**config.mk**
```make
export PLATFORM = sky130hd
export DESIGN_NAME = word_assembler
export DESIGN_NICKNAME = d
export VERILOG_FILES = /design/src/logic/mem_pkg.sv /design/src/logic/word_assembler.sv
export SDC_FILE = /design/constraint.sdc
export NUM_CORES = 1
export LEC_CHECK = 0
export ABC_CLOCK_PERIOD_IN_PS = 1100
export BUFFER_PORTS_ARGS = -buffer_cell sky130_fd_sc_hd__buf_2
export CORE_MARGIN = 4
export CORE_UTILIZATION = 47
export DETAILED_ROUTE_END_ITERATION = 6
export PLACE_DENSITY = 0.77
export SKIP_CTS_REPAIR_TIMING = 1
export SYNTH_ARGS = -nofsm -noshare
export SYNTH_HDL_FRONTEND = slang
export SYNTH_SLANG_ARGS = --single-unit
```
**constraint.sdc**
```tcl
create_clock -name clk -period 1.1 [get_ports clk]
set_input_delay 0.11 -clock clk [delete_from_list [all_inputs] [get_ports clk]]
set_output_delay 0.11 -clock clk [all_outputs]
set_load 0.02 [all_outputs]
```
**src/logic/mem_pkg.sv**
```systemverilog
`default_nettype none

package mem_pkg;

    localparam int reg_len           = 32;
    localparam int reg_addr_len      = 4;
    localparam int sram_addr_len     = 18;
    localparam int sram_data_len     = 16;
    localparam int sram_phase_cycles = 2;  // Cycles the pins hold per halfword
    // Two halfword phases plus the pin register
    localparam int access_cycles     = 2 * sram_phase_cycles + 1;
    localparam int phase_cnt_len     = (sram_phase_cycles > 1) ? $clog2(sram_phase_cycles) : 1;

    // Sequencer state codes
    localparam logic [1:0] st_idle = 2'd0;
    localparam logic [1:0] st_low  = 2'd1;
    localparam logic [1:0] st_high = 2'd2;

    typedef struct packed {
        logic                    wb_en;
        logic                    mem_r_en;
        logic                    mem_w_en;
        logic [reg_len-1:0]      alu_res;
        logic [reg_len-1:0]      val_rm;   // Store data
        logic [reg_addr_len-1:0] dest;
    } stage_in_t;

    typedef struct packed {
        logic                    wb_en;
        logic                    mem_r_en;
        logic [reg_len-1:0]      alu_res;
        logic [reg_len-1:0]      mem_res;
        logic [reg_addr_len-1:0] dest;
    } stage_out_t;

    typedef struct packed {
        logic                    wb_en;
        logic [reg_addr_len-1:0] dest;
    } hazard_t;

    typedef struct packed {
        logic [sram_addr_len-1:0] addr;
        logic                     ub_n;
        logic                     lb_n;
        logic                     we_n;
        logic                     ce_n;
        logic                     oe_n;
    } sram_pins_t;

    typedef struct packed {
        logic active;
        logic write;
        logic half_sel;  // 0 low half, 1 high half
        logic capture;   // Read half valid on the bus
    } sram_ctrl_t;

    typedef struct packed {
        logic [sram_data_len-1:0] hi;
        logic [sram_data_len-1:0] lo;
    } half_pair_t;

    // One memory word, seen whole or as two SRAM halfwords
    typedef union packed {
        logic [reg_len-1:0] word;
        half_pair_t         half;
    } mem_word_u;

endpackage

`default_nettype wire
```
**src/logic/word_assembler.sv**
```systemverilog
`timescale 1ns/100ps
`default_nettype none

module word_assembler import mem_pkg::*; (
    input  logic                     clk,
    input  logic                     reset,
    input  sram_ctrl_t               ctrl,
    input  logic [sram_data_len-1:0] sram_dq,
    output logic [reg_len-1:0]       mem_res
);

    mem_word_u load_word;
    logic      half_q;  // Half currently on the pins

    // half_sel is one cycle ahead of the pins; delay it to match the bus
    always_ff @(posedge clk) begin
        if (reset) begin
            half_q <= 1'b0;
        end else begin
            half_q <= ctrl.half_sel;
        end
    end

    always_ff @(posedge clk) begin
        if (reset) begin
            load_word.word <= '0;
        end else if (ctrl.capture) begin
            if (half_q) begin
                load_word.half.hi <= sram_dq;  // Odd halfword address
            end else begin
                load_word.half.lo <= sram_dq;  // Even halfword address
            end
        end
    end

    // Whole word valid after the high half lands
    assign mem_res = load_word.word;

endmodule

`default_nettype wire

```
After elaboration in Yosys (flattened, before gate mapping)
Cells that the tools add are included.

storage, ports and cells
  flip-flop bits (word level) = 33
  bits in latches = 0
  RAM bits = 0
  memory bits (read-only) = 0
  bits of input ports = 22
  output and inout bits = 32
  word-level logic and storage cells = 6
  memories = 0

operators by class
  add/sub/neg operators = 0
  multipliers = 0
  divide/modulo/power cells = 0
  $lt $le $gt $ge = 0
  eq/ne operators = 0
  shifts and indexed selects = 0
  multiplexer cells = 0
  bitwise gates (word level) = 1
  reductions and logical operators = 2

operator list
  operator          number
  $reduce_and 2->1  2
  $not 1->1         1

Logic depth before layout (Yosys ltp)
  word-level depth = 2
  depth in mapped cells = 4
  depth with buffers taken out = 2

Least setup slack after synthesis
OpenSTA, ideal clock, no wires.

  path type = register to register
  start point = reg half_q
  end point = reg load_word (netlist bit mem_res[10])
  arrival time = 0.792 ns
  required time = 0.981 ns
  setup slack = 0.189 ns
  cell stages (with the launch flop) = 5
  path buffers = 2
  period minus slack after synthesis = 0.911 ns
  path through = dfxtp_1 nor2b_4 buf_6 buf_12 mux2i_1

on the way
  word-level cells in the longest chain between the ends = 2

ends and longest elaborated chain
  item                        RTL line              RTL
  from (decl)                 word_assembler.sv:13  logic half_q;
  from (signal assigned)      word_assembler.sv:20  half_q <= ctrl.half_sel;
  $not 1->1 (no line)         --
  $reduce_and 2->1 (no line)  --
  to (decl)                   word_assembler.sv:12  mem_word_u load_word;

Every way passes these cells.
A chain may end at the register's enable or synchronous reset.

Worst setup path in the final report
  start point = reg half_q
  end point = reg load_word (netlist bit mem_res[11])

The elaborated chain is that of the path after synthesis.

==> impl_metrics.ini <==
[synth]
ys_ff_latch = 33
synthArstFlopShare = 0
syn_inst = 127
synth_common_cells = nand2b_1 (49), dfxtp_1 (33), mux2i_1 (32)
yosysWarnings = 0
synth_most_common_cell = nand2b_1
synth_top_area_cell = dfxtp_1
yosys-top-cells-area = dfxtp_1 (47%), mux2i_1 (23%), nand2b_1 (22%)
syn_avg_cell_area_um2 = 11.0
synth-main-ff-cell = dfxtp_1
synth_fp_nets = 149
netlist_area_mm2 = 0.00139
synth-edff-count = 0
synth_top_area_frac = 0.475
synth_cell_type_count = 12
synth_seq_area_share = 0.475

[routing]
drtIter0Drc = 37
drtAntennaViolNets = 0
firstDrtPassIters = 4
wirelength_um = 2770
met2_length_um = 1460
dr.max_layer_used = met4
routed_via_density = 4.93
num_vias = 1035
wl_met1_um = 1060
drc_errors = 0
wl_per_cell_um = 13.2
wl_met3_um = 211

[placed_design]
dp_hpwl_um = 2140
post-place-ws_ns = 0.0481
placed_cells = 203
io_buffers = 51
place_congestion = 0.694

[finish]
layout.cells.non_filler = 210
syn2layout_area_growth_pct = 23.8
diodes = 0
num-nets-final = 201
fin_util = 0.619
drive_gt1_frac = 0.352

[timing]
relSlewSlack = 0.796
rsz0062_at_grt = false
layout_setup_ws_ns = 0.0990
clock_skew_ns = 0.00207
final.period_utilization = 0.910
max_freq_ghz = 0.999
setup_tns_ns = 0
worstMarginPinSlew_ns = 0.306
maxSlewViolCount = 0
hold_viol_final = 0
setup_violations = 0
period_needed_ns = 1.00

[critical_path]
path_class = flip-flop to flip-flop
cp-end-kind = flip-flop
worst_setup_path_start_kind = flip-flop
arrival_ns = 1.25
cp.required_ns = 1.35
worst-path-max-fanout = 6

[pwr]
ir_drop_mv = 1.20
powerDensity_mw_per_mm2 = 1340
total_power_mw = 2.32
leakage_nw = 0.886

[grt]
grt_overflow = 0
grt_pass1_wl_um = 4780
track_usage = 0.152
antenna_found_initial = 0
grt_start_max_net_pins = 28
grt_pass1_vias = 1098

[clocking]
cts_sinks = 33
cts_buffer_depth = 2
h-tree-depth = 2
path_clk_slew_ns = 0.09
clk_latency_ns = 0.32
root_buffer = clkbuf_4
numCtsBuffers = 5
cts_tree = done

[outcome]
status = completed

[die]
rows = 19
core_mm2 = 0.00278
ios = 54
start_util = 0.500
dieWidth_um = 62.4
dieArea_mm2 = 0.00390
die_h_um = 62.4

[flow_run]
max-cap-violations = 0

[hold_path]
hold_class = input pin to flip-flop
## area by class of cell
cell class,count,area (um2)
sequential,33,661
timing repair buffer,54,303
tap,31,38.8
clock buffer,7,55.1
fill,240,1060
multi-input combinational,85,666
## metal layers
| metal | vias up | track usage |
|---|---|---|
| met5 | - | 0 |
| met1 | 483 | 0.147 |
| met3 | 4 | 0.0629 |
| met2 | 33 | 0.278 |
| li1 | 515 | - |
| met4 | 0 | 0.0637 |
## state kept, by name, summed over array words and instances (netlist names)
register / count
half_q: 1
mem_res: 32
## cell usage in the layout, fill, tap and decap left out
master / instances
buf_2: 51
clkbuf_1: 1
nand2b_1: 49
and2_2: 1
buf_4: 1
nor2b_1: 1
buf_12: 2
mux2i_1: 32
nand2_4: 1
nor2b_4: 1
clkbuf_8: 1
dfxtp_1: 33
clkbuf_4: 5
## worst max-delay path, stage by stage (launching register included)
cell     delay, ns
dfxtp_1       0.38
nor2b_4       0.16
buf_4         0.19
mux2i_1       0.21
## path summary, 6_finish.rpt
check	to	depth (start not counted)	from	slack (ns)
min reg2reg	mem_res[4]	2	mem_res[4]	0.48
max	mem_res[11]	3	half_q	0.1
max reg2reg	mem_res[11]	3	half_q	0.1
min	half_q	2	ctrl[1]	0.004
## power breakdown
group	total, mW	internal, mW	switching (mW)
registers	1.29	1.25	0.0327
clock network	0.673	0.302	0.371
logic	0.356	0.166	0.190
## cell families after synthesis
group | after synthesis | share of synthesized area
multiplexers | 32 | 0.230
AND/OR/NAND/NOR | 53 | 0.245
buffers and inverters | 9 | 0.0504
flip-flops | 33 | 0.475
## metrics by stage
stage               hold slack (ns)  area [um2]
floorplan                     0.238        1390
global placement              0.334        1660
detailed placement            0.337        1660
CTS                        -0.00746        1720
global route                 0.0280        1720
finish                      0.00414        1720
Power figures use the tool's default switching activity.
