===== src/logic/mem_pkg.sv =====
`default_nettype none

package mem_pkg;

    localparam int reg_len           = 32;
    localparam int reg_addr_len      = 4;
    localparam int sram_addr_len     = 18;
    localparam int sram_data_len     = 16;
    localparam int sram_phase_cycles = 2;  // Cycles the pins hold per halfword
    // Two halfword phases plus the pin register
    localparam int access_cycles     = 2 * sram_phase_cycles + 1;
    localparam int phase_cnt_len     = (sram_phase_cycles > 1) ? $clog2(sram_phase_cycles) : 1;

    // Sequencer state codes
    localparam logic [1:0] st_idle = 2'd0;
    localparam logic [1:0] st_low  = 2'd1;
    localparam logic [1:0] st_high = 2'd2;

    typedef struct packed {
        logic                    wb_en;
        logic                    mem_r_en;
        logic                    mem_w_en;
        logic [reg_len-1:0]      alu_res;
        logic [reg_len-1:0]      val_rm;   // Store data
        logic [reg_addr_len-1:0] dest;
    } stage_in_t;

    typedef struct packed {
        logic                    wb_en;
        logic                    mem_r_en;
        logic [reg_len-1:0]      alu_res;
        logic [reg_len-1:0]      mem_res;
        logic [reg_addr_len-1:0] dest;
    } stage_out_t;

    typedef struct packed {
        logic                    wb_en;
        logic [reg_addr_len-1:0] dest;
    } hazard_t;

    typedef struct packed {
        logic [sram_addr_len-1:0] addr;
        logic                     ub_n;
        logic                     lb_n;
        logic                     we_n;
        logic                     ce_n;
        logic                     oe_n;
    } sram_pins_t;

    typedef struct packed {
        logic active;
        logic write;
        logic half_sel;  // 0 low half, 1 high half
        logic capture;   // Read half valid on the bus
    } sram_ctrl_t;

    typedef struct packed {
        logic [sram_data_len-1:0] hi;
        logic [sram_data_len-1:0] lo;
    } half_pair_t;

    // One memory word, seen whole or as two SRAM halfwords
    typedef union packed {
        logic [reg_len-1:0] word;
        half_pair_t         half;
    } mem_word_u;

endpackage

`default_nettype wire

===== src/logic/mem_stage_reg.sv =====
`timescale 1ns/100ps
`default_nettype none

module mem_stage_reg import mem_pkg::*; (
    input  logic               clk,
    input  logic               reset,
    input  logic               freeze,
    input  stage_in_t          stage_in,
    input  logic [reg_len-1:0] mem_res,
    output stage_out_t         stage_out
);

    stage_out_t stage_d;

    // Fields that survive into write back
    assign stage_d = '{
        wb_en:    stage_in.wb_en,
        mem_r_en: stage_in.mem_r_en,
        alu_res:  stage_in.alu_res,
        mem_res:  mem_res,
        dest:     stage_in.dest
    };

    always_ff @(posedge clk) begin
        if (reset) begin
            stage_out <= '0;
        end else if (!freeze) begin
            stage_out <= stage_d;
        end
        // Freeze holds the previous instruction
    end

endmodule

`default_nettype wire


===== config.mk =====
export PLATFORM = sky130hd
export DESIGN_NAME = mem_stage_reg
export DESIGN_NICKNAME = d
export VERILOG_FILES = /design/src/logic/mem_pkg.sv /design/src/logic/mem_stage_reg.sv
export SDC_FILE = /design/constraint.sdc
export NUM_CORES = 1
export LEC_CHECK = 0
export BUFFER_PORTS_ARGS = -buffer_cell sky130_fd_sc_hd__buf_2
export CORE_ASPECT_RATIO = 1.4
export CORE_MARGIN = 10
export CORE_UTILIZATION = 41
export CTS_CLUSTER_SIZE = 16
export DETAILED_ROUTE_END_ITERATION = 6
export PLACE_DENSITY = 0.8
export SKIP_LAST_GASP = 1
export SLEW_MARGIN = 30
export SYNTH_ARGS = -nofsm -noshare
export SYNTH_HDL_FRONTEND = slang
export SYNTH_SLANG_ARGS = --single-unit

===== constraint.sdc =====
create_clock -name clk -period 0.9 [get_ports clk]
set_input_delay 0 -clock clk [delete_from_list [all_inputs] [get_ports clk]]
set_output_delay 0 -clock clk [all_outputs]
set_load 0.03 [all_outputs]

# == Word-level counts from Yosys, hierarchy flattened ==
# Index checks and enable logic that the tools add are counted.
# word_totals
register_bits,70
latch_bits,0
ram_bits,0
rom_bits,0
out_inout_bits,70
memories,0
# classes
addsub,0
multipliers,0
n_div,0
n_lt_le_gt_ge,0
n_eq_ne,0
n_shift,0
mux,0
n_bitwise,0
n_reduce_logical,0

# == Depth between registers and ports, before layout ==
# depth
depth_word,0
depth_mapped,4
mapped_depth_nobuf,2

# == Least setup slack after synthesis ==
# No wires, ideal clock.
# synth_path
path_kind,register to register
startpoint,reg stage_out[0] (netlist name)
endpoint,reg stage_out[0] in the netlist's numbering
setup_ns,0.065
arrival_time_ns,0.673
t_required_ns,0.835
path_slack_ns,0.162
path_stages_with_launch,3
n_path_buf,0
synth_period_minus_slack_ns,0.738
cell_sequence,dfxtp_1 > mux2i_1 > nor2_1
# synth_lines
item,line_no,source
to (signal assigned),mem_stage_reg.sv:28,stage_out <= stage_d;
to (decl),mem_stage_reg.sv:10,output stage_out_t stage_out

# == Worst setup path after layout ==
# layout_path
startpoint,reg stage_out[10] in the netlist's numbering
endpoint,out stage_out[10] in the netlist's numbering
# No word-level cell between the ends.

==> results by group <==
Layout
  • Most flop-heavy register: stage_out
  • Synth-to-Final Area Change: 76.84%
  • Fin nets: between 500 and 600
  • Largest registers: stage_out x70
  • Share of post-route cells with drive strength above 1: 0.3750
  • Largest register FFs: 70

STA
  • Worst Tran Pin Value: around 180 ps
  • Fin. max-slew vios: 0
  • Count of final setup violators: 0
  • Fin crit period: about 890 ps
  • Clock Skews: 0 ps
  • Highest Clock Rate: about 1100 MHz
  • Final hold vios: 0
  • Setup TNS: 0 ps
  • Final worst slack: about 11 ps
  • Period utilization: 0.9877
  • RSZ-0062 raised after global routing: true
  • Slew headroom: 0.8747

Die
  • Chip height: around 110 um
  • Initial Util: 0.4255
  • Die Area: slightly below 10000 sq um
  • Die W: between 80 and 90 um
  • Ports: about 180
  • Core Region: 5904 sq um
  • Row count: 33

Power
  • Sw Pwr: 2.042 mW
  • Comb power frac: 0.190
  • Switching portion of total power: 0.2468
  • Peak VDD IR: roughly 1.3 mV
  • Leak Pwr: approximately 2.3 nW
  • Seq pwr share: 0.409
  • Clk pwr share: 0.401
  • P per Cell Area: ~1900 nW/um^2
  • Pint: just over 6 mW

Yosys
  • Synth top area cells: dfxtp_1, mux2i_1, nor2_1, buf_8, clkbuf_1
  • Sequential cell area fraction in the yosys report: 0.5578
  • Post-Synthesis Cells: approximately 230
  • FF+latch count, synth: 70
  • Synth Flop Type: dfxtp_1
  • Post-synth EDFFs: 0
  • Mapped cell area: about 2500 sq um
  • Count of cell types in the netlist: 7
  • Syn Area/Cell: 11.12 sq um
  • Mapped Nets: 332
  • Async S/R FF share, synth: 0
  • Yosys top cell by area: dfxtp_1
  • Post-synth top area share: 0.5578
  • Post-synth top cells: dfxtp_1, mux2i_1, nor2_1
  • Syn. warnings: 0

Route
  • Post-route ant nets: 0
  • DR iter-0 viols: about 110
  • Total Routed Length: about 9000 um
  • Wirelength per Cell: roughly 17 um
  • Pre-antenna DRT Iters: 4
  • Vias: around 2400
  • Drt drc: 0
  • Via density: roughly 4.6

GRT
  • First-pass GRT wire length: 13110 um
  • Remaining Overflow, GRT: 0
  • Initial antenna violation count: 2
  • Largest net degree at the start of global routing: 36
  • Total track usage: 0.1708
  • Vias in the first global route: ~2600

Clocking
  • # clock sinks: 70
  • CTS Root Buffer Type: clkbuf_8
  • CTS Buf Count: 9
  • CTS tree: built
  • Clk buf depth: 2
  • Setup Fix Bufs, Post-CTS: 0
  • Worst skew pair latency: roughly 330 ps
  • Reg clk slew, reported paths: roughly 80 ps
  • CTS H-Tree Depth: 3

Critical path
  • Critical path type: register to output pin
  • Worst path max stage delay: about 340 ps
  • Crit start category: register
  • CP endpoint kind: output pin
  • CP Data Required Time: 900 ps
  • Critical path peak fanout: 2
  • CP max stage cell: dfxtp_1
  • WP buf/inv: 1
  • Delay-heaviest family, CP: flip-flops
  • WP data arrival: 890 ps
  • Critical-path cell list: buf_2

Placement
  • Buffers on Ports: between 100 and 150
  • Placer Congestion: around 0.70
  • Final HPWL DP: 5433 um
  • Worst slack, placed: approximately 86 ps

Run
  • Max-cap violations: 0

Outcome
  • Status: complete, no violations

Min path
  • Hold Crit Class: input pin to register
final cells by class:
| class | count | area, sq um |
|---|---|---|
| Multi-Input combinational cell | 140 | 963.4 |
| Clock buffer | 10 | 137.6 |
| Clock inverter | 6 | 132.6 |
| Antenna cell | 2 | 5.005 |
| Sequential cell | 70 | 1401 |
| Fill cell | 376 | 1461 |
| Tap cell | 70 | 87.58 |
| Timing Repair Buffer | 222 | 1715 |
power groups by stage:
| stage | registers [mW] | logic (mW) | clock network [mW] |
|---|---|---|---|
| floorplan | 3.81 | 0.413 | 0 |
| global placement | 3.42 | 1.20 | 0 |
| detailed placement | 3.44 | 1.22 | 0 |
| CTS | 3.37 | 1.47 | 3.40 |
| global route | 3.40 | 1.67 | 3.53 |
| finish | 3.39 | 1.57 | 3.32 |
stage by stage:
step / hold WS [ps] / power, mW / cell area [sq um] / util / instances
floorplan: 143.9 / 4.219 / 2512 / - / 226
global placement: 227.2 / 4.623 / 3316 / 0.5616 / 432
detailed placement: 237.5 / 4.660 / 3316 / 0.5616 / 432
CTS: 74.09 / 8.242 / 4302 / 0.7285 / 518
global route: 103.5 / 8.599 / 4443 / 0.7525 / 520
finish: 88.16 / 8.274 / 4443 / 0.7525 / 520
repair_timing:
action | CTS | global route
hold buffers | 70 | 0
resized for setup | 6 | 92
setup endpoints to repair | 6 | 54
hold endpoints to repair | 70 | 0
kinds of logic after synthesis:
logic type | count (synthesis) | synth area share
buffers and inverters | 16 | 0.05876
flip-flops | 70 | 0.5578
multiplexers | 70 | 0.2789
AND/OR/NAND/NOR | 70 | 0.1046
worst reg2reg max path, cell delays in order, from the launching register on:
cell	delay, ps
dfxtp_1	330
mux2i_1	170
nor2_1	70
cell usage in the layout, fill, tap and decap left out:
master	Yosys	routed
buf_12	0	6
clkbuf_8	0	10
clkinvlp_4	0	1
buf_6	1	1
nor2_1	70	70
buf_2	0	82
dlygate4sd3_1	0	70
bufinv_16	0	4
mux2i_1	70	70
dfxtp_1	70	70
clkbuf_4	0	15
diode_2	0	2
clkinv_2	0	1
buf_4	0	48
layer usage:
| layer | up-vias | part of all wire | track usage |
|---|---|---|---|
| met5 | - | 0 | 0 |
| met4 | 0 | 0.028 | 0.09361 |
| met3 | 17 | 0.063 | 0.05572 |
| met2 | 88 | 0.60 | 0.3362 |
| met1 | 1121 | 0.31 | 0.1399 |
| li1 | 1178 | - | - |
path summary, 6_finish.rpt:
check / start / endpoint / slack, ps / cells past startpoint
hold / removal: freeze / stage_out[4] / 90 / 3
setup / recovery: stage_out[10] / stage_out[10] / 10 / 1
hold reg to reg: stage_out[9] / stage_out[9] / 500 / 2
setup reg to reg: stage_out[39] / stage_out[39] / 220 / 2
Note: power is estimated with default switching activity, not from simulation.
