**src/logic/mem_pkg.sv**
```systemverilog
`default_nettype none

package mem_pkg;

    localparam int reg_len           = 32;
    localparam int reg_addr_len      = 4;
    localparam int sram_addr_len     = 18;
    localparam int sram_data_len     = 16;
    localparam int sram_phase_cycles = 2;  // Cycles the pins hold per halfword
    // Two halfword phases plus the pin register
    localparam int access_cycles     = 2 * sram_phase_cycles + 1;
    localparam int phase_cnt_len     = (sram_phase_cycles > 1) ? $clog2(sram_phase_cycles) : 1;

    // Sequencer state codes
    localparam logic [1:0] st_idle = 2'd0;
    localparam logic [1:0] st_low  = 2'd1;
    localparam logic [1:0] st_high = 2'd2;

    typedef struct packed {
        logic                    wb_en;
        logic                    mem_r_en;
        logic                    mem_w_en;
        logic [reg_len-1:0]      alu_res;
        logic [reg_len-1:0]      val_rm;   // Store data
        logic [reg_addr_len-1:0] dest;
    } stage_in_t;

    typedef struct packed {
        logic                    wb_en;
        logic                    mem_r_en;
        logic [reg_len-1:0]      alu_res;
        logic [reg_len-1:0]      mem_res;
        logic [reg_addr_len-1:0] dest;
    } stage_out_t;

    typedef struct packed {
        logic                    wb_en;
        logic [reg_addr_len-1:0] dest;
    } hazard_t;

    typedef struct packed {
        logic [sram_addr_len-1:0] addr;
        logic                     ub_n;
        logic                     lb_n;
        logic                     we_n;
        logic                     ce_n;
        logic                     oe_n;
    } sram_pins_t;

    typedef struct packed {
        logic active;
        logic write;
        logic half_sel;  // 0 low half, 1 high half
        logic capture;   // Read half valid on the bus
    } sram_ctrl_t;

    typedef struct packed {
        logic [sram_data_len-1:0] hi;
        logic [sram_data_len-1:0] lo;
    } half_pair_t;

    // One memory word, seen whole or as two SRAM halfwords
    typedef union packed {
        logic [reg_len-1:0] word;
        half_pair_t         half;
    } mem_word_u;

endpackage

`default_nettype wire
```
**src/logic/mem_sequencer.sv**
```systemverilog
`timescale 1ns/100ps
`default_nettype none

module mem_sequencer import mem_pkg::*; (
    input  logic       clk,
    input  logic       reset,
    input  stage_in_t  stage_in,
    output sram_ctrl_t ctrl,
    output logic       ready
);

    logic [1:0]               state;
    logic [1:0]               state_d;
    logic [phase_cnt_len-1:0] cnt;
    logic [phase_cnt_len-1:0] cnt_d;
    logic                     phase_end;
    logic                     start;
    logic                     write_q;  // Store flag latched at start
    logic                     done_q;   // Access finished last cycle

    assign phase_end = (cnt == phase_cnt_len'(sram_phase_cycles - 1));

    // The finished instruction is still presented in the cycle after completion
    assign start = (state == st_idle) && !done_q
                   && (stage_in.mem_r_en || stage_in.mem_w_en);

    always_comb begin
        state_d = state;
        cnt_d   = cnt;
        case (state)
            st_idle: begin
                if (start) begin
                    state_d = st_low;
                    cnt_d   = '0;
                end
            end
            st_low: begin
                if (phase_end) begin
                    state_d = st_high;
                    cnt_d   = '0;
                end else begin
                    cnt_d = cnt + 1'b1;
                end
            end
            st_high: begin
                if (phase_end) begin
                    state_d = st_idle;  // Back to idle, pins drop next cycle
                    cnt_d   = '0;
                end else begin
                    cnt_d = cnt + 1'b1;
                end
            end
            default: begin
                state_d = st_idle;
                cnt_d   = '0;
            end
        endcase
    end

    always_ff @(posedge clk) begin
        if (reset) begin
            state   <= st_idle;
            cnt     <= '0;
            write_q <= 1'b0;
            done_q  <= 1'b0;
        end else begin
            state  <= state_d;
            cnt    <= cnt_d;
            done_q <= (state == st_high) && phase_end;
            if (start) begin
                write_q <= stage_in.mem_w_en;
            end
        end
    end

    // ctrl leads the pins by one cycle, so it follows the next state;
    // the registered state then lines up with what the SRAM sees
    assign ctrl.active   = (state_d != st_idle);
    assign ctrl.write    = start ? stage_in.mem_w_en : write_q;
    assign ctrl.half_sel = (state_d == st_high);
    assign ctrl.capture  = (state != st_idle) && !write_q && phase_end;  // End of read phase

    assign ready = (state == st_idle) && !start;

endmodule

`default_nettype wire

```
**config.mk**
```make
export PLATFORM = sky130hd
export DESIGN_NAME = mem_sequencer
export DESIGN_NICKNAME = d
export VERILOG_FILES = /design/src/logic/mem_pkg.sv /design/src/logic/mem_sequencer.sv
export SDC_FILE = /design/constraint.sdc
export NUM_CORES = 1
export LEC_CHECK = 0
export BUFFER_PORTS_ARGS = -buffer_cell sky130_fd_sc_hd__buf_2
export CAP_MARGIN = 20
export CORE_UTILIZATION = 21
export CTS_CLUSTER_SIZE = 14
export DETAILED_ROUTE_END_ITERATION = 8
export GPL_ROUTABILITY_DRIVEN = 0
export PLACE_DENSITY = 0.86
export SETUP_SLACK_MARGIN = 0.02
export SLEW_MARGIN = 20
export SYNTH_ARGS = -nofsm -noshare
export SYNTH_HDL_FRONTEND = slang
export SYNTH_SLANG_ARGS = --single-unit
```
**constraint.sdc**
```tcl
create_clock -name clk -period 2.2 [get_ports clk]
set_input_delay 0.55 -clock clk [delete_from_list [all_inputs] [get_ports clk]]
set_output_delay 0.55 -clock clk [all_outputs]
set_load 0.03 [all_outputs]
```
# After elaboration in Yosys (flattened, before gate mapping)
# Index checks and enable logic that the tools add are counted.
dict set report totals {
  regBits 5
  inputBits 73
  out_inout_bits 5
  word_cells 31
}
dict set report op_classes {
  addsub 1
  eq_ne 4
  mux 8
  n_reduce_logical 14
}
# cell count
set op_table {}
lappend op_table {{logical AND 1 bit} 6}
lappend op_table {{two-way mux 2 bit} 3}
lappend op_table {{one-hot mux 2 bit (3 select lines)} 1}
lappend op_table {{== test 2 bit, second input constant} 2}
lappend op_table {{nonzero test 2 bit} 2}
lappend op_table {{logical NOT 1 bit} 3}
lappend op_table {{two-way mux 1 bit} 3}
lappend op_table {{== test 2 x 1 -> 1 bit, second input constant} 1}
lappend op_table {{logical NOT 2 bit} 1}
lappend op_table {{inequality test 2 bit, second input constant} 1}
lappend op_table {{one-hot mux 1 bit (2 select lines)} 1}
lappend op_table {{OR reduction 2 bit} 1}
lappend op_table {{adder 1 bit, second input constant} 1}
lappend op_table {{logical OR 1 bit} 1}

# Longest topological paths before layout
# Gate-level depths: netlist of the first run.
dict set report depth {
  ltp_word 6
  mapped_depth 5
  mapped_depth_nobuf 5
}

# Worst setup path before layout of the first run
# Ideal clock, no wire load.
dict set report synth_timing {
  kind {register to output}
  startpoint {register state[1]}
  endpoint {output ctrl[1] in the netlist's numbering}
  arrival_time_ns 1.774
  t_required_ns 1.650
  setup_slack_ns -0.124
  path_stages_with_launch 6
  n_path_buf 0
  path_cell_list {dfxtp_1 inv_1 ha_1 or3_1 a32o_1 a211oi_2}
}
# element line
set synth_rtl {}
lappend synth_rtl {{from (decl)} mem_sequencer.sv:12} ;# logic [1:0] state;
lappend synth_rtl {{from (signal assigned)} mem_sequencer.sv:62} ;# state <= st_idle;
lappend synth_rtl {{from (signal assigned)} mem_sequencer.sv:67} ;# state <= state_d;
lappend synth_rtl {{to (decl)} mem_sequencer.sv:8} ;# output sram_ctrl_t ctrl,

==> results of run 1 <==
[power groups by stage]
stage                     combinational, uW  sequential, uW  clock, uW
after floorplan                        71.0             106          0
after detailed placement                109             107          0
final                                   149             107        110
after global placement                  105             106          0
after CTS                               141             106        109
after global routing                    159             108        119
[flip-flops by register name (all words and copies together) (netlist names)]
signal   count
cnt          1
done_q       1
state        2
write_q      1
[metrics by stage]
step                      cells  hold slack [ns]  power (uW)  util [%]  worst slack, ns
after global placement       67            0.485         211      32.2         -0.00620
after global routing         74            0.508         385      40.7           -0.215
after floorplan              38            0.458         177         -           0.0204
after detailed placement     67            0.500         216      32.2          -0.0518
after CTS                    73            0.503         357      40.0           -0.157
final                        74            0.506         366      40.7           -0.182
[repair_timing]
| item | in CTS | in global routing |
|---|---|---|
| gates resized for setup | 17 | 1 |
| setup endpoints to repair | 2 | 2 |
| cloned | 0 | 0 |
| setup buffers | 2 | 1 |
| pin swaps | 4 | 2 |
[critical path, stage by stage, from the launching register on]
cell	delay [ns]
sky130_fd_sc_hd__dfxtp_4	0.35
sky130_fd_sc_hd__buf_6	0.12
sky130_fd_sc_hd__ha_4	0.15
sky130_fd_sc_hd__or3_4	0.37
sky130_fd_sc_hd__a32o_2	0.27
sky130_fd_sc_hd__a211oi_4	0.16
sky130_fd_sc_hd__buf_6	0.16
[logic make-up (layout without fill, tap and decap cells)]
group	Yosys count	after routing	share of synthesized area (%)
simple gates	14	14	23.4
compound gates	12	12	27.9
flops	5	5	30.2
fa+ha+maj	4	4	15.1
buf+inv	3	24	3.40
[how the worst max path moves through the flow]
| stage | start | end |
|---|---|---|
| 4_1_cts | state[0] | ctrl[1] |
| 6_report | state[0] | ctrl[1] |
| 3_5_place_dp | state[0] | ctrl[1] |
| 2_1_floorplan | state[0] | ctrl[1] |
| 3_3_place_gp | state[0] | ctrl[1] |
| 5_1_grt | state[0] | ctrl[1] |
[cell usage after synthesis (all sizes together)]
library cell and instances:
and2 1, or2 1, a211o 1, nor3 1
nand2 1, a22o 1, nand3b 1, a21oi 1
nand2b 1, o21bai 1, a211oi 2, a31oi 1
or3 1, dfxtp 5, nand3 2, nor2b 3
a32oi 1, a21boi 1, inv 3, nor2 2
o21ai 2, a32o 1, ha 4
[layer usage]
layer  part of all wire, %  vias to the layer above
met5                     0                        -
met4                   1.6                        0
met3                   8.1                        2
met2                    50                       17
met1                    41                      173
li1                      -                      181
[cell usage in the layout (no fill, tap or decap), drive strengths merged, types with 2 or more instances in the layout]
master,instances
nand3,2
o21ai,2
nor2,2
a211oi,2
ha,4
buf,17
inv,3
nor2b,3
dfxtp,5
clkbuf,4
[area by class of cell]
cell class                      count  share of cell area (%)
Clock buffer                        4                    4.67
Inverter                            3                    2.00
Multi-Input combinational cell     30                    49.6
Sequential cell                     5                    19.1
Tap cell                           15                    3.33
Timing Repair Buffer               17                    21.3
==> results.sh, run 1 <==
export IMPL_detail_route_wl_per_cell_um=12.9
export IMPL_antenna_left=0
export IMPL_placed_area_sq_um=445
export IMPL_timing_critical_path_to_type="output port"
export IMPL_ys_warnings_count=0
export IMPL_insertedDiodeCount=0
export IMPL_rsz0062_at_grt="true"
export IMPL_die_y_um=41.7
export IMPL_groute_layer_met2_usage_pct=22.5
export IMPL_post_synth_instance_area_sq_um=332
export IMPL_drc_errors=0
export IMPL_violations="setup timing"
export IMPL_pwr_share_comb_pct=40.6
export IMPL_result_of_the_run="finished with violations"
export IMPL_place_detailed_hpwl_um=620
export IMPL_area_sequential_sq_um=108
export IMPL_number_of_sinks_on_the_clock_net=5
export IMPL_std_cell_rows=13
export IMPL_period_minus_slack_ns=2.38
export IMPL_internal_portion_of_total_power_uw=240
export IMPL_worst_hold_startpoint="cnt"
export IMPL_tritoncts_num_buffers=3
export IMPL_fp_coreArea_sq_um=1380
export IMPL_htree_levels=1
export IMPL_grtUsageMet1_pct=11.8
export IMPL_report_final_setup_viol=2
export IMPL_layout_filler_cells=140
export IMPL_power_per_unit_of_standard_cell_area_nw_per_um2=650
export IMPL_netlist_instances=38
export IMPL_die_area_sq_um=1740
export IMPL_synth_top_area_share_pct=30.2
export IMPL_timing_hold_violations_final=0
export IMPL_worst_endpoint_data_arrival_time_ns=1.83
export IMPL_postLayoutCellArea_sq_um=563
export IMPL_total_area_of_multi_input_combinational_cells_sq_um=279
export IMPL_share_of_post_route_cells_with_drive_strength_above_1_pct=52.5
export IMPL_detailroute_via_count=373
export IMPL_sw_frac_of_total_pct=34.4
export IMPL_first_global_vias=385
export IMPL_p_sw_uw=126
export IMPL_worst_skew_pair_late_latency_ns=0.25
export IMPL_hold_buffers=0
export IMPL_critPathLaunchType="flip-flop"
export IMPL_post_dr_vias_cell=5.04
export IMPL_worstReg2RegStart="state[0]"
export IMPL_portBuffers=8
export IMPL_max_slew_worst_pin_slew_ns=0.566
export IMPL_slew_violations=0
export IMPL_final_critical_path_setup_slack_ns=-0.182
export IMPL_hold_path_cell_count=2
export IMPL_synthDistinctLibCells=24
export IMPL_grt_total_usage_pct=11.8
export IMPL_timing_setup_critical_path_class="flip-flop to output port"
export IMPL_timing_reg2reg_worst_path_depth=7
export IMPL_fmax_ghz=0.420
export IMPL_grt_busiest_layer="met2"
export IMPL_post_syn_nets=115
export IMPL_drt_iter0_markers=10
export IMPL_timing_max_slew_rel_slack_pct=61.8
export IMPL_finalClockSkew_ns=0.00937
export IMPL_seq_power_share_pct=29.3
export IMPL_synth_seq_area_share_pct=30.2
export IMPL_hold_path_endpoint="done_q"
export IMPL_synth_avg_cell_area_sq_um=8.73
export IMPL_fin_tns_setup_ns=-0.320
export IMPL_initial_core_utilization_pct=24.0
export IMPL_worst_ir_drop_vdd_mv=0.256
export IMPL_grt_start_max_net_pins=7
export IMPL_cts_root_buf="sky130_fd_sc_hd__clkbuf_4"
export IMPL_grt_first_pass_wirelength_mm=1.55
export IMPL_pin_count=78
export IMPL_die_span_in_x_um=41.7
export IMPL_grt_met3_usage_pct=6.52
export IMPL_antenna_found_initial=0
export IMPL_yosysTopAreaCell="sky130_fd_sc_hd__dfxtp_1"
export IMPL_pwr_share_clk_pct=30.1
export IMPL_clk_transition_reported_paths_ns=0.05
export IMPL_netlist_top_cells_area="sky130_fd_sc_hd__dfxtp_1 (30%), sky130_fd_sc_hd__ha_1 (15%), sky130_fd_sc_hd__nor2b_1 (5.7%), sky130_fd_sc_hd__a211oi_2 (3.8%), sky130_fd_sc_hd__inv_1 (3.4%)"
export IMPL_gr_total_overflow=0
export IMPL_drv_cap=0
export IMPL_ff_latch_count_synth=5
export IMPL_finalCritPeriodShare_pct=108
export IMPL_standby_leakage_power_uw=0.000233
export IMPL_reg2reg_to="state[0]"
export IMPL_syn_to_final_growth_pct=69.8
export IMPL_r2r_slack_ns=0.58
export IMPL_worst_hold_path_type="flip-flop to flip-flop"
export IMPL_route_final_wire_length_um=955
export IMPL_critical_path_peak_fanout=3
export IMPL_cts_buffer_depth=2
export IMPL_number_of_search_and_repair_iterations_in_the_first_detailed_routing_pass=4
export IMPL_req_time_crit_path_ns=1.65
export IMPL_layout_nets=137
export IMPL_tritoncts="built"
Power figures use the tool's default switching activity.
==> inputs of run 2 (changes only) <==
==> constraint.sdc (replaced) <==
create_clock -name clk -period 2.2 [get_ports clk]
set_input_delay 0.55 -clock clk [delete_from_list [all_inputs] [get_ports clk]]
set_output_delay 0.55 -clock clk [all_outputs]
set_load 0.02 [all_outputs]
==> run 2 against run 1 <==
Net effect: wire length fell by 6.9%; the flow still finishes with violations (setup timing); critical endpoint unchanged; first-iteration DRC count fell by 50%; non-clock buffer count fell by 3; hold slack got worse by 0.0011 ns; critical path type unchanged.
==> results.sh, run 2 (synthesis results as in run 1) <==
export IMPL_r2r_slack_ns=0.80
export IMPL_worst_ir_drop_vdd_mv=0.212
export IMPL_layout_filler_cells=141
export IMPL_drc_errors=0
export IMPL_crit_path_start="state[1]"
export IMPL_insertedDiodeCount=0
export IMPL_hold_buffers=0
export IMPL_critPathLaunchType="flip-flop"
export IMPL_grt_met3_usage_pct=8.26
export IMPL_die_y_um=41.7
export IMPL_standby_leakage_power_uw=0.000220
export IMPL_std_cell_rows=13
export IMPL_detailroute_via_count=357
export IMPL_fp_coreArea_sq_um=1380
export IMPL_syn_to_final_growth_pct=64.2
export IMPL_worstReg2RegStart="state[1]"
export IMPL_place_detailed_hpwl_um=667
export IMPL_number_of_sinks_on_the_clock_net=5
export IMPL_hold_path_cell_count=2
export IMPL_die_area_sq_um=1740
export IMPL_rsz0062_at_grt="true"
export IMPL_report_final_setup_viol=2
export IMPL_timing_reg2reg_worst_path_depth=5
export IMPL_finalClockSkew_ns=0.000539
export IMPL_grt_busiest_layer="met2"
export IMPL_dp_worst_setup_slack_ns=-0.105
export IMPL_final_critical_path_setup_slack_ns=-0.140
export IMPL_post_layout_nonfiller_instances=71
export IMPL_tritoncts_num_buffers=3
export IMPL_grt_start_max_net_pins=7
export IMPL_drv_cap=0
export IMPL_worst_endpoint_data_arrival_time_ns=1.79
export IMPL_grt_total_usage_pct=11.4
export IMPL_pin_count=78
export IMPL_max_flop_register="state"
export IMPL_critical_path_endpoint="ctrl[1]"
export IMPL_max_slew_worst_pin_slew_ns=0.473
export IMPL_layout_nets=134
export IMPL_timing_setup_critical_path_class="flip-flop to output port"
export IMPL_first_global_vias=376
export IMPL_die_span_in_x_um=41.7
export IMPL_share_of_post_route_cells_with_drive_strength_above_1_pct=51.8
export IMPL_portBuffers=8
export IMPL_gr_total_overflow=0
export IMPL_drt_iter0_markers=5
export IMPL_timing_critical_path_to_type="output port"
export IMPL_holdWs_ns=0.505
export IMPL_result_of_the_run="finished with violations"
export IMPL_initial_core_utilization_pct=24.0
export IMPL_worst_hold_path_type="flip-flop to flip-flop"
export IMPL_cts_buffer_depth=2
export IMPL_violations="setup timing"
export IMPL_critical_path_peak_fanout=3
export IMPL_worst_hold_startpoint="cnt"
export IMPL_reg2reg_to="state[0]"
export IMPL_fmax_ghz=0.427
export IMPL_finalCritPeriodShare_pct=106
export IMPL_dp_cells=67
export IMPL_power_per_unit_of_standard_cell_area_nw_per_um2=629
export IMPL_period_minus_slack_ns=2.34
export IMPL_detail_route_wl_per_cell_um=12.5
export IMPL_number_of_search_and_repair_iterations_in_the_first_detailed_routing_pass=2
export IMPL_route_final_wire_length_um=889
export IMPL_grt_first_pass_wirelength_mm=1.44
export IMPL_worst_skew_pair_late_latency_ns=0.25
export IMPL_timing_max_slew_rel_slack_pct=68.2
export IMPL_req_time_crit_path_ns=1.65
export IMPL_largest_reg_flops=2
export IMPL_slew_violations=0
export IMPL_tritoncts="built"
export IMPL_antenna_found_initial=0
export IMPL_cts_root_buf="sky130_fd_sc_hd__clkbuf_4"
export IMPL_post_dr_vias_cell=5.03
export IMPL_htree_levels=1
export IMPL_layout_commonest_cell="sky130_fd_sc_hd__buf_4"
export IMPL_mostFrequentLayoutCells="sky130_fd_sc_hd__buf_4 (7), sky130_fd_sc_hd__buf_2 (6), sky130_fd_sc_hd__ha_4 (3), sky130_fd_sc_hd__clkbuf_4 (3), sky130_fd_sc_hd__dfxtp_1 (3)"
export IMPL_timing_hold_violations_final=0
export IMPL_clk_transition_reported_paths_ns=0.04
export IMPL_grtUsageMet1_pct=10.2
export IMPL_fin_tns_setup_ns=-0.242
export IMPL_antenna_left=0
export IMPL_groute_layer_met2_usage_pct=18.8
-- run 2: changes by cell type in the layout (fill, tap and decap cells not counted) --
cell	previous run	this run
sky130_fd_sc_hd__buf_4	9	7
sky130_fd_sc_hd__inv_2	2	0
sky130_fd_sc_hd__buf_6	2	1
sky130_fd_sc_hd__inv_4	0	2
sky130_fd_sc_hd__nor2b_2	0	1
sky130_fd_sc_hd__nor2b_1	3	2
-- run 2: worst min-delay path by stage --
stage	endpoint	slack, ns
2_1_floorplan	done_q	0.46
3_3_place_gp	done_q	0.48
3_5_place_dp	done_q	0.49
4_1_cts	done_q	0.50
5_1_grt	cnt	0.52
6_report	done_q	0.50
-- run 2: metal layers --
layer,up-vias,routed length [um]
met1,165,336
met5,-,0
met3,2,70
li1,177,-
met4,0,14
met2,13,467
-- run 2: where the power goes --
group	leakage [uW]	internal, uW	switching [uW]	total, uW
Sequential	0.0000423	98.3	10.4	109
Clock	0.0000150	68.8	41.1	110
Combinational	0.000162	61.5	62.2	124
Total	0.000220	229	114	342
-- run 2: layout make-up --
type / instances / area, sq um / share of cell area [%]
clock buffers: 4 / 26.3 / 4.83
inverters: 3 / 16.3 / 2.99
multi-input cells: 30 / 282 / 51.7
flip-flops and latches: 5 / 108 / 19.8
well taps: 15 / 18.8 / 3.45
repair buffers: 14 / 93.8 / 17.2
-- run 2: worst max-delay path, stage by stage, from the launching register on --
cell and delay (ns):
sky130_fd_sc_hd__dfxtp_4 0.37, sky130_fd_sc_hd__inv_4 0.05, sky130_fd_sc_hd__ha_4 0.15, sky130_fd_sc_hd__or3_4 0.39
sky130_fd_sc_hd__a32o_2 0.27, sky130_fd_sc_hd__a211oi_4 0.16, sky130_fd_sc_hd__buf_6 0.14
-- run 2: metrics by stage --
| step | power [uW] | area [sq um] | util (%) |
|---|---|---|---|
| floorplan | 169 | 339 | - |
| global placement | 203 | 443 | 32.0 |
| detailed placement | 209 | 443 | 32.0 |
| CTS | 335 | 499 | 36.1 |
| global route | 370 | 544 | 39.4 |
| finish | 342 | 544 | 39.4 |
-- run 2: what timing repair did --
item,in CTS,in global routing
setup endpoints to repair,3,3
pin swaps,5,2
buffers inserted,0,0
resized for setup,12,9
==> inputs of run 3 (changes only) <==
--- a/config.mk
+++ b/config.mk
@@ -5,13 +5,14 @@
 export SDC_FILE = /design/constraint.sdc
 export NUM_CORES = 1
 export LEC_CHECK = 0
-export BUFFER_PORTS_ARGS = -buffer_cell sky130_fd_sc_hd__buf_2
 export CAP_MARGIN = 20
-export CORE_UTILIZATION = 21
+export CORE_AREA = 2 2 39 41
 export CTS_CLUSTER_SIZE = 14
 export DETAILED_ROUTE_END_ITERATION = 8
+export DIE_AREA = 0 0 41 43
+export DONT_BUFFER_PORTS = 1
 export GPL_ROUTABILITY_DRIVEN = 0
-export PLACE_DENSITY = 0.86
+export PLACE_DENSITY = 0.4
 export SETUP_SLACK_MARGIN = 0.02
 export SLEW_MARGIN = 20
 export SYNTH_ARGS = -nofsm -noshare
==> run 3 against run 2 <==
Net effect: the run still ends with setup timing left; maximum frequency grew 3.2%; wire length shrank 15%; final cell count shrank 8.5%; critical path depth shrank 1; sequential cell count is the same; non-clock buffer count shrank 7; die area grew 1.2%; clock power is essentially flat; combinational power shrank 23%; final area shrank 15%; clock skew grew 0.0024 ns; critical path type unchanged; largest cell class unchanged; highest routed layer unchanged.
==> results.sh, run 3 (synthesis results as in run 1) <==
export IMPL_result_of_the_run="finished with violations"
export IMPL_violations="setup timing"
export IMPL_timing_hold_violations_final=0
export IMPL_critical_path_cell_chain="inv_2 > ha_2 > or3_4 > a32o_2 > a211oi_4"
export IMPL_power_per_unit_of_standard_cell_area_nw_per_um2=672
export IMPL_worstPathBufferInverterCount=1
export IMPL_timing_critical_path_max_delay_family="compound AO/OA/AOI/OAI gates"
export IMPL_worst_skew_pair_late_latency_ns=0.24
export IMPL_post_layout_nonfiller_instances=65
export IMPL_post_dr_vias_cell=4.78
export IMPL_critPathLaunchType="flip-flop"
export IMPL_worst_hold_path_type="primary input to flip-flop"
export IMPL_layout_nets=127
export IMPL_htree_levels=1
export IMPL_max_flop_register="state"
export IMPL_clk_transition_reported_paths_ns=0.05
export IMPL_req_time_crit_path_ns=1.65
export IMPL_antenna_found_initial=0
export IMPL_worst_ir_drop_vdd_mv=0.177
export IMPL_share_of_post_route_cells_with_drive_strength_above_1_pct=42.9
export IMPL_critical_path_peak_fanout=3
export IMPL_drt_iter0_markers=2
export IMPL_holdWs_ns=0.375
export IMPL_die_y_um=43
export IMPL_std_cell_rows=14
export IMPL_dp_cells=60
export IMPL_insertedDiodeCount=0
export IMPL_route_final_wire_length_um=753
export IMPL_worst_endpoint_data_arrival_time_ns=1.72
export IMPL_drc_errors=0
export IMPL_number_of_search_and_repair_iterations_in_the_first_detailed_routing_pass=3
export IMPL_cts_buffer_depth=2
export IMPL_cts_root_buf="sky130_fd_sc_hd__clkbuf_4"
export IMPL_detailroute_via_count=311
export IMPL_placed_area_sq_um=404
export IMPL_finalCritPeriodShare_pct=103
export IMPL_syn_to_final_growth_pct=38.9
export IMPL_period_minus_slack_ns=2.27
export IMPL_place_detailed_hpwl_um=631
export IMPL_fp_coreArea_sq_um=1380
export IMPL_postLayoutCellArea_sq_um=460
export IMPL_portBuffers=0
export IMPL_report_final_setup_viol=2
export IMPL_slew_violations=0
export IMPL_gr_total_overflow=0
export IMPL_standby_leakage_power_uw=0.000179
export IMPL_detail_route_wl_per_cell_um=11.6
export IMPL_layout_commonest_cell="sky130_fd_sc_hd__buf_4"
export IMPL_timing_critical_path_slowest_cell_delay_ns=0.36
export IMPL_largest_reg_flops=2
export IMPL_first_global_vias=296
export IMPL_mostFrequentLayoutCells="sky130_fd_sc_hd__buf_4 (7), sky130_fd_sc_hd__nor2b_1 (3), sky130_fd_sc_hd__ha_2 (3), sky130_fd_sc_hd__clkbuf_4 (3), sky130_fd_sc_hd__dfxtp_1 (3)"
export IMPL_crit_slowest_cell="sky130_fd_sc_hd__or3_4"
export IMPL_drv_cap=0
export IMPL_die_area_sq_um=1760
export IMPL_p_total_uw=309
export IMPL_tritoncts="built"
export IMPL_pin_count=78
export IMPL_grt_first_pass_wirelength_mm=1.16
export IMPL_max_slew_worst_pin_slew_ns=0.534
export IMPL_timing_critical_path_to_type="output port"
export IMPL_die_span_in_x_um=41
export IMPL_antenna_left=0
export IMPL_timing_setup_critical_path_class="flip-flop to output port"
export IMPL_initial_core_utilization_pct=24.0
export IMPL_tritoncts_num_buffers=3
export IMPL_grt_total_usage_pct=10.1
export IMPL_timing_max_slew_rel_slack_pct=64.0
export IMPL_rsz0062_at_grt="true"
export IMPL_final_critical_path_setup_slack_ns=-0.0686
export IMPL_grt_start_max_net_pins=7
export IMPL_number_of_sinks_on_the_clock_net=5
export IMPL_finalClockSkew_ns=0.00294
export IMPL_layout_filler_cells=149
export IMPL_hold_buffers=0
export IMPL_fmax_ghz=0.441
-- run 3: per-stage QoR --
step | TNS, ns | setup WS, ns | util, %
after floorplan | 0 | 0.0303 | -
after global placement | 0 | 0.0182 | 29.2
after global routing | -0.217 | -0.131 | 33.3
after detailed placement | 0 | 0.00412 | 29.2
after CTS | -0.0905 | -0.0739 | 33.3
final | -0.0879 | -0.0686 | 33.3
-- run 3: repair_timing --
item / CTS / global route
pin swaps: 3 / 0
setup endpoints to repair: 2 / 2
resized for setup: 10 / 0
setup buffers: 1 / 0
-- run 3: power by group --
group,internal (uW),total [uW],switching (uW)
registers,98.9,106,7.56
logic,45.2,95.5,50.3
clock network,68.6,107,38.7
-- run 3: final timing paths --
path / from / end / slack [ns] / depth (start not counted)
worst max-delay path: state[0] / ctrl[1] / -0.07 / 5
worst min-delay path: reset / state[0] / 0.38 / 1
worst max register to register: state[1] / state[1] / 0.68 / 5
worst min register to register: cnt / done_q / 0.50 / 2
-- run 3: area by class of cell --
type                            instances  area (sq um)  share of cell area, %
Multi-Input combinational cell         30           248                   53.8
Clock buffer                            4          26.3                   5.71
Tap cell                               16          20.0                   4.35
Sequential cell                         5           103                   22.3
Timing Repair Buffer                    7          52.6                   11.4
Inverter                                3          11.3                   2.45
-- run 3: routing by layer --
layer,vias to the layer above,GRT usage (%),part of all wire (%)
li1,162,-,-
met1,141,11.3,43
met2,6,15.0,49
met3,2,4.19,6.9
met4,0,6.00,0.53
met5,-,0,0
